<file path="config.mk">
export PLATFORM = sky130hd
export DESIGN_NAME = fmSynth
export DESIGN_NICKNAME = d
export VERILOG_FILES = /design/src/common/fmSynthPkg.sv /design/src/verilog/channelSequencer.sv /design/src/verilog/registerBank.sv /design/src/verilog/phaseAccumulator.sv /design/src/operator/waveGenerator.sv /design/src/operator/levelScaler.sv /design/src/operator/fmOperator.sv /design/src/verilog/channelMixer.sv /design/src/verilog/fmSynth.sv
export SDC_FILE = /design/constraint.sdc
export NUM_CORES = 2
export LEC_CHECK = 0
export ABC_AREA = 0
export BUFFER_PORTS_ARGS = -buffer_cell sky130_fd_sc_hd__buf_2
export CELL_PAD_IN_SITES_DETAIL_PLACEMENT = 0
export CELL_PAD_IN_SITES_GLOBAL_PLACEMENT = 1
export CORE_MARGIN = 8
export CORE_UTILIZATION = 45
export CTS_CLUSTER_DIAMETER = 50
export DETAILED_ROUTE_END_ITERATION = 8
export GPL_TIMING_DRIVEN = 0
export PLACE_DENSITY = 0.72
export SLEW_MARGIN = 20
export SYNTH_ARGS = -nofsm -noshare
export SYNTH_HDL_FRONTEND = slang
export SYNTH_SLANG_ARGS = --single-unit
export TNS_END_PERCENT = 10
</file>
<file path="constraint.sdc">
create_clock -name clock -period 6.2 [get_ports clock]
set_clock_uncertainty 0.15 [all_clocks]
set_input_delay 1.55 -clock clock [delete_from_list [all_inputs] [get_ports clock]]
set_output_delay 1.55 -clock clock [all_outputs]
set_load 0.03 [all_outputs]
</file>
<file path="src/common/fmSynthPkg.sv">
// shared widths, register layout, pipeline tag and sine table for the FM voice engine
`default_nettype none

package fmSynthPkg;

	// widths that carry a meaning
	typedef logic [3:0] channelIndex;
	typedef logic [19:0] phaseWord;
	typedef logic [5:0] tableIndex;
	typedef logic signed [7:0] waveByte;
	typedef logic signed [11:0] opSample;
	typedef logic signed [15:0] mixWord;
	typedef logic signed [11:0] pcmSample;

	// codes 8 to 15 fall back to sine
	typedef enum logic [3:0] {
		waveSine = 4'd0,
		waveHalf = 4'd1,
		waveFull = 4'd2,
		waveGated = 4'd3,
		waveGatedDouble = 4'd4,
		waveGatedDoubleFull = 4'd5,
		waveSquare = 4'd6,
		waveSaw = 4'd7
	} waveMode;

	// one operator control word, msb first
	typedef struct packed {
		waveMode mode;
		logic [2:0] shift;
		logic subHalf;
		logic subQuarter;
		logic subEighth;
		// only meaningful on operator A
		logic modulate;
		logic spare;
		phaseWord step;
	} operatorCtl;

	typedef struct packed {
		operatorCtl opA;
		operatorCtl opB;
	} channelCtl;

	typedef struct packed {
		phaseWord phaseA;
		phaseWord phaseB;
	} channelPhase;

	// rides along with each channel slot
	typedef struct packed {
		logic valid;
		channelIndex channel;
		logic lastChannel;
		logic stepping;
	} slotTag;

	typedef enum logic {
		restRotation,
		stepRotation
	} rotationMode;

	// one full period, peak 0x7F
	localparam waveByte sineTable [64] = '{
		8'sh00, 8'sh0C, 8'sh18, 8'sh24, 8'sh30, 8'sh3B, 8'sh46, 8'sh50,
		8'sh59, 8'sh62, 8'sh69, 8'sh70, 8'sh75, 8'sh79, 8'sh7C, 8'sh7E,
		8'sh7F, 8'sh7E, 8'sh7C, 8'sh79, 8'sh75, 8'sh70, 8'sh69, 8'sh62,
		8'sh59, 8'sh50, 8'sh46, 8'sh3B, 8'sh30, 8'sh24, 8'sh18, 8'sh0C,
		8'sh00, 8'shF4, 8'shE8, 8'shDC, 8'shD0, 8'shC5, 8'shBA, 8'shB0,
		8'shA7, 8'sh9E, 8'sh97, 8'sh90, 8'sh8B, 8'sh87, 8'sh84, 8'sh82,
		8'sh81, 8'sh82, 8'sh84, 8'sh87, 8'sh8B, 8'sh90, 8'sh97, 8'sh9E,
		8'shA7, 8'shB0, 8'shBA, 8'shC5, 8'shD0, 8'shDC, 8'shE8, 8'shF4
	};

	// dc offset left by the one-sided shapes
	function automatic waveByte biasFor(input waveMode mode);
		waveByte bias;
		case (mode)
			waveHalf, waveGated, waveGatedDoubleFull:
				bias = 8'sh28;
			waveFull:
				bias = 8'sh50;
			default:
				bias = 8'sh00;
		endcase
		return bias;
	endfunction

endpackage

`default_nettype wire

</file>
<file path="src/verilog/channelSequencer.sv">
// steps through the channels on each channel tick and marks stepping rotations
`timescale 1ns/100ps
`default_nettype none

module channelSequencer #(
	parameter int NumChannels = 16
) (
	input logic clock,
	input logic reset,
	input logic channelTick,
	input logic sampleTick,
	output fmSynthPkg::slotTag slot
);
	localparam fmSynthPkg::channelIndex LastChannel = fmSynthPkg::channelIndex'(NumChannels - 1);

	fmSynthPkg::channelIndex channel;
	fmSynthPkg::channelIndex nextChannel;
	fmSynthPkg::rotationMode mode;
	logic stepPending;
	logic rotationStart;

	// wrap after the last channel
	assign nextChannel = (channel == LastChannel) ? '0 : channel + 4'd1;
	// a tick that lands on channel 0 opens a rotation
	assign rotationStart = channelTick && (nextChannel == '0);

	always_ff @(posedge clock)
	begin
		if (reset)
		begin
			// first tick then serves channel 0
			channel <= LastChannel;
			stepPending <= 1'b0;
			mode <= fmSynthPkg::restRotation;
			slot <= '0;
		end
		else
		begin
			slot.valid <= channelTick;
			slot.channel <= nextChannel;
			slot.lastChannel <= (nextChannel == LastChannel);
			// channel 0 decides from the pending flag directly
			slot.stepping <= rotationStart ? stepPending : (mode == fmSynthPkg::stepRotation);
			if (channelTick)
				channel <= nextChannel;
			// rotation start consumes the flag, a fresh sample tick refills it
			if (rotationStart)
				stepPending <= sampleTick;
			else if (sampleTick)
				stepPending <= 1'b1;
			case (mode)
				fmSynthPkg::restRotation:
					if (rotationStart && stepPending)
						mode <= fmSynthPkg::stepRotation;
				fmSynthPkg::stepRotation:
					if (rotationStart && !stepPending)
						mode <= fmSynthPkg::restRotation;
				default:
					mode <= fmSynthPkg::restRotation;
			endcase
		end
	end

	// one slot per tick, never stretched
	slotSingle: assert property (@(posedge clock) disable iff (reset)
		(slot.valid && !channelTick) |=> !slot.valid);

endmodule

`default_nettype wire

</file>
<file path="src/verilog/registerBank.sv">
// operator control registers with bus write, registered bus read and per-slot control fetch
`timescale 1ns/100ps
`default_nettype none

module registerBank #(
	parameter int NumChannels = 16
) (
	input logic clock,
	input logic reset,
	input logic regWrite,
	input logic regRead,
	input logic [4:0] regAddr,
	input logic [31:0] regWriteData,
	output logic [31:0] regReadData,
	output logic readValid,
	input fmSynthPkg::slotTag slot,
	output fmSynthPkg::slotTag slotOut,
	output fmSynthPkg::channelCtl control
);
	fmSynthPkg::operatorCtl ctlA [NumChannels];
	fmSynthPkg::operatorCtl ctlB [NumChannels];

	// addr bit 0 picks the operator, bits 4 to 1 the channel
	always_ff @(posedge clock)
	begin
		if (reset)
		begin
			for (int i = 0; i < NumChannels; i++)
			begin
				ctlA[i] <= '0;
				ctlB[i] <= '0;
			end
		end
		else if (regWrite)
		begin
			if (regAddr[0])
				ctlB[regAddr[4:1]] <= fmSynthPkg::operatorCtl'(regWriteData);
			else
				ctlA[regAddr[4:1]] <= fmSynthPkg::operatorCtl'(regWriteData);
		end
	end

	// read data is zero outside the valid cycle
	always_ff @(posedge clock)
	begin
		if (reset)
		begin
			readValid <= 1'b0;
			regReadData <= '0;
			slotOut <= '0;
		end
		else
		begin
			readValid <= regRead;
			if (regRead)
				regReadData <= regAddr[0] ? ctlB[regAddr[4:1]] : ctlA[regAddr[4:1]];
			else
				regReadData <= '0;
			slotOut <= slot;
		end
	end

	// control pair of the slot's channel, lines up with slotOut
	always_ff @(posedge clock)
	begin
		control.opA <= ctlA[slot.channel];
		control.opB <= ctlB[slot.channel];
	end

	busExclusive: assert property (@(posedge clock) disable iff (reset) !(regWrite && regRead));

endmodule

`default_nettype wire

</file>
<file path="src/verilog/phaseAccumulator.sv">
// phase memory for both operators of each channel, stepped once per stepping rotation
`timescale 1ns/100ps
`default_nettype none

module phaseAccumulator #(
	parameter int NumChannels = 16
) (
	input logic clock,
	input logic reset,
	input fmSynthPkg::slotTag slot,
	input fmSynthPkg::channelCtl control,
	output fmSynthPkg::channelPhase phase
);
	fmSynthPkg::channelPhase phaseMem [NumChannels];
	// tag of the slot whose old phases sit in phase
	fmSynthPkg::slotTag heldTag;

	// old phase out, operators always see the pre-step value
	always_ff @(posedge clock)
	begin
		phase <= phaseMem[slot.channel];
	end

	// write back one edge later, steps come from the bank's fetch of the same channel
	always_ff @(posedge clock)
	begin
		if (reset)
		begin
			heldTag <= '0;
			for (int i = 0; i < NumChannels; i++)
				phaseMem[i] <= '0;
		end
		else
		begin
			heldTag <= slot;
			if (heldTag.valid && heldTag.stepping)
			begin
				// 20-bit add wraps modulo 2^20
				phaseMem[heldTag.channel].phaseA <= phase.phaseA + control.opA.step;
				phaseMem[heldTag.channel].phaseB <= phase.phaseB + control.opB.step;
			end
		end
	end

endmodule

`default_nettype wire

</file>
<file path="src/operator/waveGenerator.sv">
// sine lookup with optional modulation, wave mode shaping and bias removal, one cycle
`timescale 1ns/100ps
`default_nettype none

module waveGenerator (
	input logic clock,
	input logic reset,
	input fmSynthPkg::operatorCtl ctl,
	input fmSynthPkg::phaseWord phase,
	input fmSynthPkg::opSample modSample,
	input logic useMod,
	output fmSynthPkg::opSample shaped
);
	fmSynthPkg::tableIndex indexMain;
	fmSynthPkg::tableIndex indexDouble;
	fmSynthPkg::waveByte valueMain;
	fmSynthPkg::waveByte valueDouble;
	fmSynthPkg::waveByte wave;
	fmSynthPkg::waveByte bias;

	always_comb
	begin
		// top phase bits, double rate is one bit lower
		indexMain = phase[19:14];
		indexDouble = phase[18:13];
		// modulator offsets both reads
		if (useMod)
		begin
			indexMain = indexMain + modSample[9:4];
			indexDouble = indexDouble + modSample[9:4];
		end
		valueMain = fmSynthPkg::sineTable[indexMain];
		valueDouble = fmSynthPkg::sineTable[indexDouble];
		case (ctl.mode)
			fmSynthPkg::waveSine:
				wave = valueMain;
			fmSynthPkg::waveHalf:
				wave = valueMain[7] ? 8'sh00 : valueMain;
			// one's complement fold of the negative half
			fmSynthPkg::waveFull:
				wave = valueMain[7] ? ~valueMain : valueMain;
			// gates use the raw phase, not the modulated index
			fmSynthPkg::waveGated:
				wave = phase[18] ? 8'sh00 : valueMain;
			fmSynthPkg::waveGatedDouble:
				wave = phase[18] ? 8'sh00 : valueDouble;
			fmSynthPkg::waveGatedDoubleFull:
				wave = phase[18] ? 8'sh00 : (valueDouble[7] ? ~valueDouble : valueDouble);
			fmSynthPkg::waveSquare:
				wave = valueMain[7] ? 8'sh80 : 8'sh7F;
			// ramp built straight from the index bits
			fmSynthPkg::waveSaw:
				wave = {indexMain[5], ~indexMain[4:0], ~indexMain[5:4]};
			default:
				wave = valueMain;
		endcase
		bias = fmSynthPkg::biasFor(ctl.mode);
	end

	// byte moves to bits 10 to 3 of the 12-bit sample
	always_ff @(posedge clock)
	begin
		if (reset)
			shaped <= '0;
		else
			shaped <= {wave[7], wave, 3'b000} - {bias[7], bias, 3'b000};
	end

endmodule

`default_nettype wire

</file>
<file path="src/operator/levelScaler.sv">
// fractional attenuation and arithmetic right shift of one operator sample, one cycle
`timescale 1ns/100ps
`default_nettype none

module levelScaler (
	input logic clock,
	input logic reset,
	input fmSynthPkg::operatorCtl ctl,
	input fmSynthPkg::opSample shaped,
	output fmSynthPkg::opSample sample
);
	fmSynthPkg::opSample attenuated;

	// each fraction taken from the untouched input
	always_comb
	begin
		attenuated = shaped;
		if (ctl.subEighth)
			attenuated = attenuated - (shaped >>> 3);
		if (ctl.subQuarter)
			attenuated = attenuated - (shaped >>> 2);
		if (ctl.subHalf)
			attenuated = attenuated - (shaped >>> 1);
	end

	// coarse level, 0 to 7 halvings
	always_ff @(posedge clock)
	begin
		if (reset)
			sample <= '0;
		else
			sample <= attenuated >>> ctl.shift;
	end

endmodule

`default_nettype wire

</file>
<file path="src/operator/fmOperator.sv">
// one operator stage, wave then level, two cycles with slot context carried alongside
`timescale 1ns/100ps
`default_nettype none

module fmOperator #(
	parameter bit IsOperatorB = 1'b0
) (
	input logic clock,
	input logic reset,
	input fmSynthPkg::channelCtl ctl,
	input fmSynthPkg::channelPhase phase,
	input fmSynthPkg::opSample modSample,
	input logic useMod,
	input fmSynthPkg::slotTag tagIn,
	output fmSynthPkg::slotTag tagOut,
	output fmSynthPkg::channelCtl ctlOut,
	output fmSynthPkg::channelPhase phaseOut,
	output fmSynthPkg::opSample sample
);
	// context after the wave stage
	fmSynthPkg::slotTag tagWave;
	fmSynthPkg::channelCtl ctlWave;
	fmSynthPkg::channelPhase phaseWave;
	fmSynthPkg::opSample shaped;
	fmSynthPkg::operatorCtl opCtl;
	fmSynthPkg::operatorCtl opCtlWave;
	fmSynthPkg::phaseWord opPhase;

	// pick this operator's half of the channel
	assign opCtl = IsOperatorB ? ctl.opB : ctl.opA;
	assign opCtlWave = IsOperatorB ? ctlWave.opB : ctlWave.opA;
	assign opPhase = IsOperatorB ? phase.phaseB : phase.phaseA;

	waveGenerator waveStage (
		.clock(clock), .reset(reset), .ctl(opCtl), .phase(opPhase),
		.modSample(modSample), .useMod(useMod), .shaped(shaped)
	);

	// level uses the control word that travelled with the wave
	levelScaler levelStage (
		.clock(clock), .reset(reset), .ctl(opCtlWave), .shaped(shaped), .sample(sample)
	);

	always_ff @(posedge clock)
	begin
		if (reset)
		begin
			tagWave <= '0;
			tagOut <= '0;
		end
		else
		begin
			tagWave <= tagIn;
			tagOut <= tagWave;
		end
	end

	always_ff @(posedge clock)
	begin
		ctlWave <= ctl;
		ctlOut <= ctlWave;
		phaseWave <= phase;
		phaseOut <= phaseWave;
	end

endmodule

`default_nettype wire

</file>
<file path="src/verilog/channelMixer.sv">
// sums channel outputs with overflow hold and emits a saturated sample per rotation
`timescale 1ns/100ps
`default_nettype none

module channelMixer (
	input logic clock,
	input logic reset,
	input fmSynthPkg::slotTag tag,
	input fmSynthPkg::operatorCtl ctlA,
	input fmSynthPkg::opSample sampleA,
	input fmSynthPkg::opSample sampleB,
	output fmSynthPkg::pcmSample pcm
);
	// operator B's sample arrives two cycles ahead of A's
	fmSynthPkg::opSample sampleBLate;
	fmSynthPkg::opSample sampleBAligned;
	fmSynthPkg::mixWord sum;
	fmSynthPkg::mixWord contribution;
	fmSynthPkg::mixWord nextSum;
	fmSynthPkg::pcmSample saturated;
	logic overflow;

	always_ff @(posedge clock)
	begin
		sampleBLate <= sampleB;
		sampleBAligned <= sampleBLate;
	end

	always_comb
	begin
		// carrier plus B, or A alone when B is the modulator
		contribution = fmSynthPkg::mixWord'(sampleA);
		if (!ctlA.modulate)
			contribution = contribution + fmSynthPkg::mixWord'(sampleBAligned);
		// near-zero step mutes the channel
		if (ctlA.step[19:8] == '0)
			contribution = '0;
		nextSum = sum + contribution;
		// same-sign inputs with a flipped result
		overflow = (sum[15] == contribution[15]) && (nextSum[15] != sum[15]);
		if (overflow)
			nextSum = sum;
		saturated = nextSum[12:1];
		if (nextSum[15:12] != 4'h0 && nextSum[15:12] != 4'hF)
			saturated = nextSum[15] ? 12'sh800 : 12'sh7FF;
	end

	always_ff @(posedge clock)
	begin
		if (reset)
		begin
			sum <= '0;
			pcm <= '0;
		end
		else if (tag.valid)
		begin
			// last channel closes the rotation
			if (tag.lastChannel)
			begin
				pcm <= saturated;
				sum <= '0;
			end
			else
				sum <= nextSum;
		end
	end

	pcmOnLast: assert property (@(posedge clock) disable iff (reset)
		!$stable(pcm) |-> $past(tag.valid && tag.lastChannel));

endmodule

`default_nettype wire

</file>
<file path="src/verilog/fmSynth.sv">
// FM voice engine top level, ties sequencer, registers, phases, operators and mixer together
`timescale 1ns/100ps
`default_nettype none

module fmSynth #(
	parameter int NumChannels = 16
) (
	input logic clock,
	input logic reset,
	input logic channelTick,
	input logic sampleTick,
	input logic regWrite,
	input logic regRead,
	input logic [4:0] regAddr,
	input logic [31:0] regWriteData,
	output logic [31:0] regReadData,
	output logic readValid,
	output fmSynthPkg::pcmSample pcm
);
	// slot tags per stage
	fmSynthPkg::slotTag seqSlot;
	fmSynthPkg::slotTag bankSlot;
	fmSynthPkg::slotTag tagB;
	fmSynthPkg::slotTag tagA;
	// channel context per stage
	fmSynthPkg::channelCtl bankCtl;
	fmSynthPkg::channelCtl ctlB;
	fmSynthPkg::channelCtl ctlA;
	fmSynthPkg::channelPhase bankPhase;
	fmSynthPkg::channelPhase phaseB;
	fmSynthPkg::opSample sampleB;
	fmSynthPkg::opSample sampleA;

	channelSequencer #(.NumChannels(NumChannels)) sequencer (
		.clock(clock), .reset(reset), .channelTick(channelTick),
		.sampleTick(sampleTick), .slot(seqSlot)
	);

	registerBank #(.NumChannels(NumChannels)) bank (
		.clock(clock), .reset(reset), .regWrite(regWrite), .regRead(regRead),
		.regAddr(regAddr), .regWriteData(regWriteData), .regReadData(regReadData),
		.readValid(readValid), .slot(seqSlot), .slotOut(bankSlot), .control(bankCtl)
	);

	phaseAccumulator #(.NumChannels(NumChannels)) phaseMemory (
		.clock(clock), .reset(reset), .slot(seqSlot), .control(bankCtl), .phase(bankPhase)
	);

	// operator B runs first and never takes modulation
	fmOperator #(.IsOperatorB(1'b1)) operatorB (
		.clock(clock), .reset(reset), .ctl(bankCtl), .phase(bankPhase),
		.modSample('0), .useMod(1'b0), .tagIn(bankSlot), .tagOut(tagB),
		.ctlOut(ctlB), .phaseOut(phaseB), .sample(sampleB)
	);

	// operator A sees B's sample in the same slot
	fmOperator #(.IsOperatorB(1'b0)) operatorA (
		.clock(clock), .reset(reset), .ctl(ctlB), .phase(phaseB),
		.modSample(sampleB), .useMod(ctlB.opA.modulate), .tagIn(tagB), .tagOut(tagA),
		.ctlOut(ctlA), .phaseOut(), .sample(sampleA)
	);

	channelMixer mixer (
		.clock(clock), .reset(reset), .tag(tagA), .ctlA(ctlA.opA),
		.sampleA(sampleA), .sampleB(sampleB), .pcm(pcm)
	);

endmodule

`default_nettype wire

</file>
== Yosys cells after proc, flatten, opt, wreduce, memory -nomap -nowiden ==
Memory sizes are Yosys's and may differ from the RTL's. A register that Yosys moved wholly into a read port is not among the register bits.
Index checks and enable logic that the tools add are counted.

* Output and inout port bits: 45
* Bits in writable memories: 1664
* Bits in read-only memories: 2048
* Logic and storage cells: 209
* Flip-flop bits (word level): 317
* Memories: 7
* Input bits: 43

* Shift-type cells: 2
* Bitwise operators: 14
* Mux-type cells: 70
* $lt $le $gt $ge: 4
* Reduce and logical (&&, ||, !) cells: 19
* Equal/unequal tests: 20
* Add/subtract/negate cells: 15

{| class="wikitable"
|+ Memories
! name !! depth !! width !! rd ports !! clocked after memory_dff !! write ports !! line !! source
|-
| phaseMemory.phaseMem || 16 || 40 || 1 || 1 || 16 || phaseAccumulator.sv:14 || <nowiki>fmSynthPkg::channelPhase phaseMem [NumChannels];</nowiki>
|-
| (name not given) || 64 || 8 || 1 || 0 || 0 || waveGenerator.sv:33 || <nowiki>valueDouble = fmSynthPkg::sineTable[indexDouble];</nowiki>
|-
| (name not given) || 64 || 8 || 1 || 0 || 0 || waveGenerator.sv:32 || <nowiki>valueMain = fmSynthPkg::sineTable[indexMain];</nowiki>
|-
| (name not given) || 64 || 8 || 1 || 0 || 0 || waveGenerator.sv:33 ||
|-
| (name not given) || 64 || 8 || 1 || 0 || 0 || waveGenerator.sv:32 ||
|-
| bank.ctlA || 16 || 32 || 2 || 1 || 16 || registerBank.sv:20 || <nowiki>fmSynthPkg::operatorCtl ctlA [NumChannels];</nowiki>
|-
| 1 more memories || -- || -- || -- || -- || -- || -- ||
|}

{| class="wikitable"
|+ Operators with widths
! kind !! count
|-
| 8-bit 2-to-1 mux || 20
|-
| 8-bit one-hot mux with 7 select lines || 2
|-
| 12-bit 2-to-1 mux || 8
|-
| 32-bit 2-to-1 mux || 3
|-
| 16-bit 2-to-1 mux || 4
|-
| 32-bit OR reduction || 2
|-
| 20-bit adder || 2
|-
| 40-bit 2-to-1 mux || 1
|-
| 40-bit OR reduction || 1
|-
| 4-bit by 3-bit == test with 1-bit output (second input constant) || 8
|-
| 8-bit inverter || 4
|-
| 7-bit greater-or-equal comparator (second input constant) || 4
|-
| 6-bit inverter with 7-bit output || 4
|-
| 7-bit one-hot mux with 2 select lines || 2
|-
| 12-bit by 3-bit >>> shifter with 12-bit output || 2
|-
| 11-bit by 11-bit subtractor with 12-bit output || 2
|-
| 12-bit by 10-bit subtractor with 12-bit output || 2
|-
| 12-bit by 11-bit subtractor with 12-bit output || 2
|-
| 12-bit by 9-bit subtractor with 12-bit output || 2
|-
| 1-bit 2-to-1 mux || 21
|-
| 16-bit adder || 1
|-
| 4-bit by 2-bit == test with 1-bit output (second input constant) || 4
|-
| 4-bit 2-to-1 mux || 4
|-
| 7-bit 2-to-1 mux || 2
|-
| other kinds (23) || 37
|}

== Depth between registers and ports, before layout ==
* Depth in word-level cells: 11
* Gate-level depth with buffers: 28
* Depth with buffers taken out: 26

== Hierarchy ==
A second synthesis with hierarchy kept.

* Cells, all modules: 8185
* Area total of the unflattened synthesis: 112337.7 um^2

{| class="wikitable"
|+ Modules (own cells, without submodules)
! module !! cells each !! area an instance (um^2) !! seq. area each (um^2) !! instances
|-
| registerBank || 3551 || 56633.1 || 32831.5 || 1
|-
| phaseAccumulator || 2033 || 30369.1 || 20139.3 || 1
|-
| fmOperator || 237 || 4571.9 || 4444.3 || 2
|-
| levelScaler || 421 || 2967.8 || 240.2 || 2
|-
| waveGenerator (operatorA.waveStage) || 440 || 3274.4 || 180.2 || 1
|-
| channelMixer || 358 || 3265.6 || 1041.0 || 1
|-
| waveGenerator (operatorB.waveStage) || 436 || 3231.8 || 180.2 || 1
|-
| channelSequencer || 50 || 480.5 || 240.2 || 1
|-
| fmSynth || 1 || 3.8 || 0.0 || 1
|}

== Worst setup path after synthesis ==
Ideal clock, no wire load.

* Kind: input-to-reg
* From: input regAddr[1]
* To: memory bank.ctlA[15][0] (netlist bit), enable pin
* Required time: 5.584 ns
* Path buffers: 4
* Stages: 6
* Setup time: 0.466 ns
* Path slack: 0.211 ns
* Arrival: 5.374 ns
* Cells stage by stage: clkbuf_1 > buf_2 > buf_1 > nand2_1 > clkbuf_1 > o21ai_0

{| class="wikitable"
|+ RTL lines
! what !! line !! source
|-
| from (decl) || fmSynth.sv:14 || <nowiki>input logic [4:0] regAddr,</nowiki>
|-
| to (decl) || registerBank.sv:20 ||
|}

== Final worst setup path ==
* From: register operatorA.waveStage.shaped[6]
* To: register operatorA.levelStage.sample[6]

* Word-level cells in the longest chain between the ends: 7

{| class="wikitable"
|+ Ends and longest elaborated chain
! what !! line !! source
|-
| from (decl) || waveGenerator.sv:12 || <nowiki>output fmSynthPkg::opSample shaped</nowiki>
|-
| from (signal assigned) || waveGenerator.sv:66 || <nowiki>shaped <= {wave[7], wave, 3'b000} - {bias[7], bias, 3'b000};</nowiki>
|-
| 12-bit by 9-bit subtractor with 12-bit output || levelScaler.sv:19 || <nowiki>attenuated = attenuated - (shaped >>> 3);</nowiki>
|-
| 12-bit 2-to-1 mux || levelScaler.sv:18 || <nowiki>if (ctl.subEighth)</nowiki>
|-
| 12-bit by 10-bit subtractor with 12-bit output || levelScaler.sv:21 || <nowiki>attenuated = attenuated - (shaped >>> 2);</nowiki>
|-
| 12-bit 2-to-1 mux || levelScaler.sv:20 || <nowiki>if (ctl.subQuarter)</nowiki>
|-
| 12-bit by 11-bit subtractor with 12-bit output || levelScaler.sv:23 || <nowiki>attenuated = attenuated - (shaped >>> 1);</nowiki>
|-
| 12-bit 2-to-1 mux (*) || levelScaler.sv:22 || <nowiki>if (ctl.subHalf)</nowiki>
|-
| 12-bit by 3-bit >>> shifter with 12-bit output (*) || levelScaler.sv:32 || <nowiki>sample <= attenuated >>> ctl.shift;</nowiki>
|-
| to (signal assigned) || levelScaler.sv:32 ||
|-
| to (decl) || levelScaler.sv:10 || <nowiki>output fmSynthPkg::opSample sample</nowiki>
|}

Mark *: on every way between the ends. The rest lies on a longest branch, timed or not.
A chain may end at the register's enable or synchronous reset.

==> impl_metrics.ini <==
[run_status]
status = finished clean

[sta]
fin_ws_ns = 0.251
finalMaxSlewViolations = 0
period_minus_slack_ns = 5.95
slew_headroom_pct = 13.4
setup_viol = 0
hold_viol = 0
period_share_pct = 96.0
timing.fmax_mhz = 168
worst_slew_pin_slew_ns = 1.29
rsz0062_at_grt = true

[hold_path]
min_path_cells = 0
min_path_type = reg2reg

[cells_and_area]
fillers = 18483
final_nets = 7746
syn_to_final_growth_pct = 14.7
final_area_um2 = 115000
fin_cells = 10706
drive_gt1_share_pct = 21.1

[worst_setup_path]
reg2reg_depth = 19
critPathSlowestCell = or4b_4
crit_arrival_ns = 6.58
cp-start-kind = flip-flop
critical_path.top_delay_family = compound AO/OA/AOI/OAI gates
path_max_fanout = 6
crit_buf_inv = 1
crit_type = reg2reg
crit_chain = inv_1, ha_1, or4b_4, a2111o_1, a41o_2, ha_1, nand2_1, a211oi_2, o21a_1, o31ai_1, ha_1, or3_1, or3_1, a41o_1, o221a_2, o221ai_2, xor2_2, mux2i_1, a221oi_1
path_common_cell = ha_1
critPathRequiredTime_ns = 6.83
cpPeakStageDelay_ns = 0.50
end_kind = flip-flop
path_depth = 19

[placed_design]
io_buffers = 82
gp_congestion = 0.877
placed_area_um2 = 107000
pre_cts_ws_ns = -0.670
placedCellCount = 10252
place_hpwl_um = 235000

[detailed_routing]
drc = 0
dr.first_iter.drc_count = 8499
wl_um = 318000
drtPass1Iterations = 7
routedWlPerCell_um = 29.7
final_antenna_net_count = 0
routed-via-count = 65145
vias_per_cell = 6.08

[floorplan]
die_width_um = 488
pin_count = 88
row_count = 173
die_area_um2 = 238000
die_h_um = 488
start_util_pct = 45.2
coreArea_um2 = 222000

[synth]
synth_top_area_share_pct = 49.8
synth_top_area_cell = edfxtp_1
async_flop_share_pct = 0
netlist_instances = 7119
synthesis.area_um2 = 100000
syn_nets = 7350
synth.avg_cell_area_um2 = 14.1
ys_warn_count = 0
ys_seq_elements = 2017
synth_edf_count = 1664
ys.flop_type = edfxtp_1
ys_types = 97
synth-seq-area-share_pct = 56.9
ys_top_cells_by_area = edfxtp_1 (50%), mux4_2 (19%), dfxtp_1 (7.0%)

[job]
cap_violations = 0

[clocking]
cts_buffer_depth = 3
cts_tree = done
root_buffer = clkbuf_16
h-tree-depth = 4
cts_sinks = 2017
insertion_delay_ns = 0.89
numCtsBuffers = 221
clkTransAtPathRegs_ns = 0.06

[global_route]
grt-ovfl-total = 0
grtUsageTotal_pct = 26.3
antenna_found_initial = 34
grt_max_degree = 33
grt_pass1_vias = 64726
grt_pass1_wl_um = 456000

[power_and_ir_drop]
ir_drop_mv = 0.328
leakage_nw = 40.3
cellPowerDensity_nw_per_um2 = 401
final timing paths:
path                                                        to  slack, ns                     startpoint
worst min-delay path                      operatorB.ctlOut[46]       0.16          operatorB.ctlWave[46]
worst max register to register  operatorA.levelStage.sample[6]       0.25  operatorA.waveStage.shaped[6]
worst max-delay path            operatorA.levelStage.sample[6]       0.25  operatorA.waveStage.shaped[6]
worst min register to register            operatorB.ctlOut[46]       0.16          operatorB.ctlWave[46]
metrics by stage:
step / total power [W] / setup TNS [ns] / hold WS (ns) / util [%]
global placement: 0.0319 / -3825.31 / 0.160 / 47.1
floorplan: 0.0276 / 0 / 0.160 / -
CTS: 0.0459 / 0 / 0.169 / 51.7
finish: 0.0461 / 0 / 0.164 / 51.8
global route: 0.0482 / -0.666 / 0.168 / 51.8
detailed placement: 0.0322 / -35.12 / 0.162 / 48.2
cells in the mapped netlist (52+ instances only):
library cell	number
buf_1	77
a21oi_1	188
o21ai_0	142
mux4_2	830
nand3_1	52
edfxtp_1	1664
nand2_1	184
clkbuf_1	501
ha_1	175
mux2i_1	79
nor3_1	80
dfxtp_1	353
inv_1	111
and2_1	1039
nor2_1	883
xnor2_1	63
a211oi_1	53
layer usage:
layer | global-route usage (%) | up-vias | part of all wire, %
met2 | 41.8 | 3418 | 46
met3 | 6.28 | 531 | 11
met5 | 0 | - | 0
met1 | 36.0 | 33466 | 39
met4 | 8.03 | 0 | 3.4
li1 | - | 27730 | -
report_power, final:
group	total, W	switching (W)	internal (W)
registers	0.0164	0.000689	0.0157
logic	0.0160	0.00974	0.00629
clock network	0.0137	0.00584	0.00785
registers in the layout, indices dropped and copies added (netlist names), 7 cells and up, named ones only:
signal,cells
phaseMemory.phaseMem,640
bank.ctlA,512
bank.ctlB,512
bank.control,61
phaseMemory.phase,40
bank.regReadData,32
operatorB.ctlWave,29
operatorB.ctlOut,23
operatorA.ctlWave,19
mixer.sum,16
operatorA.ctlOut,13
mixer.pcm,12
mixer.sampleBAligned,12
mixer.sampleBLate,12
operatorA.levelStage.sample,12
operatorB.levelStage.sample,12
operatorA.waveStage.shaped,9
operatorB.waveStage.shaped,9
operatorB.phaseOut,7
operatorB.phaseWave,7
area by class of cell:
cell class / count / area [µm²] / share of cell area [%]
sequential: 2017 / 57000 / 49.6
multi-input combinational: 4387 / 41200 / 35.8
clock buffer: 294 / 6190 / 5.38
tap: 2975 / 3720 / 3.24
timing repair buffer: 173 / 2490 / 2.16
buffer: 601 / 2420 / 2.10
clock inverter: 129 / 1490 / 1.29
inverter: 114 / 428 / 0.372
antenna: 16 / 40.0 / 0.0348
cell usage in the layout (no fill, tap or decap), types with 32 or more instances in the layout:
cell type | Yosys | layout
edfxtp_1 | 1664 | 1664
and2_1 | 1039 | 1038
nor2_1 | 883 | 880
mux4_2 | 830 | 830
clkbuf_1 | 501 | 499
dfxtp_1 | 353 | 351
clkbuf_16 | 0 | 224
a21oi_1 | 188 | 185
ha_1 | 175 | 174
nand2_1 | 184 | 167
buf_2 | 14 | 113
inv_1 | 111 | 111
o21ai_0 | 142 | 107
nor3_1 | 80 | 80
mux2i_1 | 79 | 79
xnor2_1 | 63 | 62
buf_16 | 0 | 61
buf_1 | 77 | 53
nand3_1 | 52 | 52
nor2b_1 | 51 | 51
clkbuf_2 | 0 | 44
a211oi_1 | 53 | 43
a21o_1 | 43 | 43
clkinv_2 | 0 | 39
mux2_2 | 35 | 35
clkbuf_8 | 2 | 35
or3_1 | 32 | 32
o21ai_4 | 0 | 32
what timing repair did:
action,CTS,global route
cloned,0,2
setup buffers,2,9
gates resized for setup,16,39
endpoints found under the setup margin,35,43
pin swaps,2,11
hold buffers,0,0
logic make-up after synthesis:
logic type	synth area share, %
AO/OA/AOI/OAI	4.63
XOR/XNOR	0.839
adder cells (fa/ha/maj)	2.44
buffers and inverters	2.74
flip-flops	56.9
multiplexers	19.8
AND/OR/NAND/NOR	12.6
Note: power is estimated with default switching activity, not from simulation.
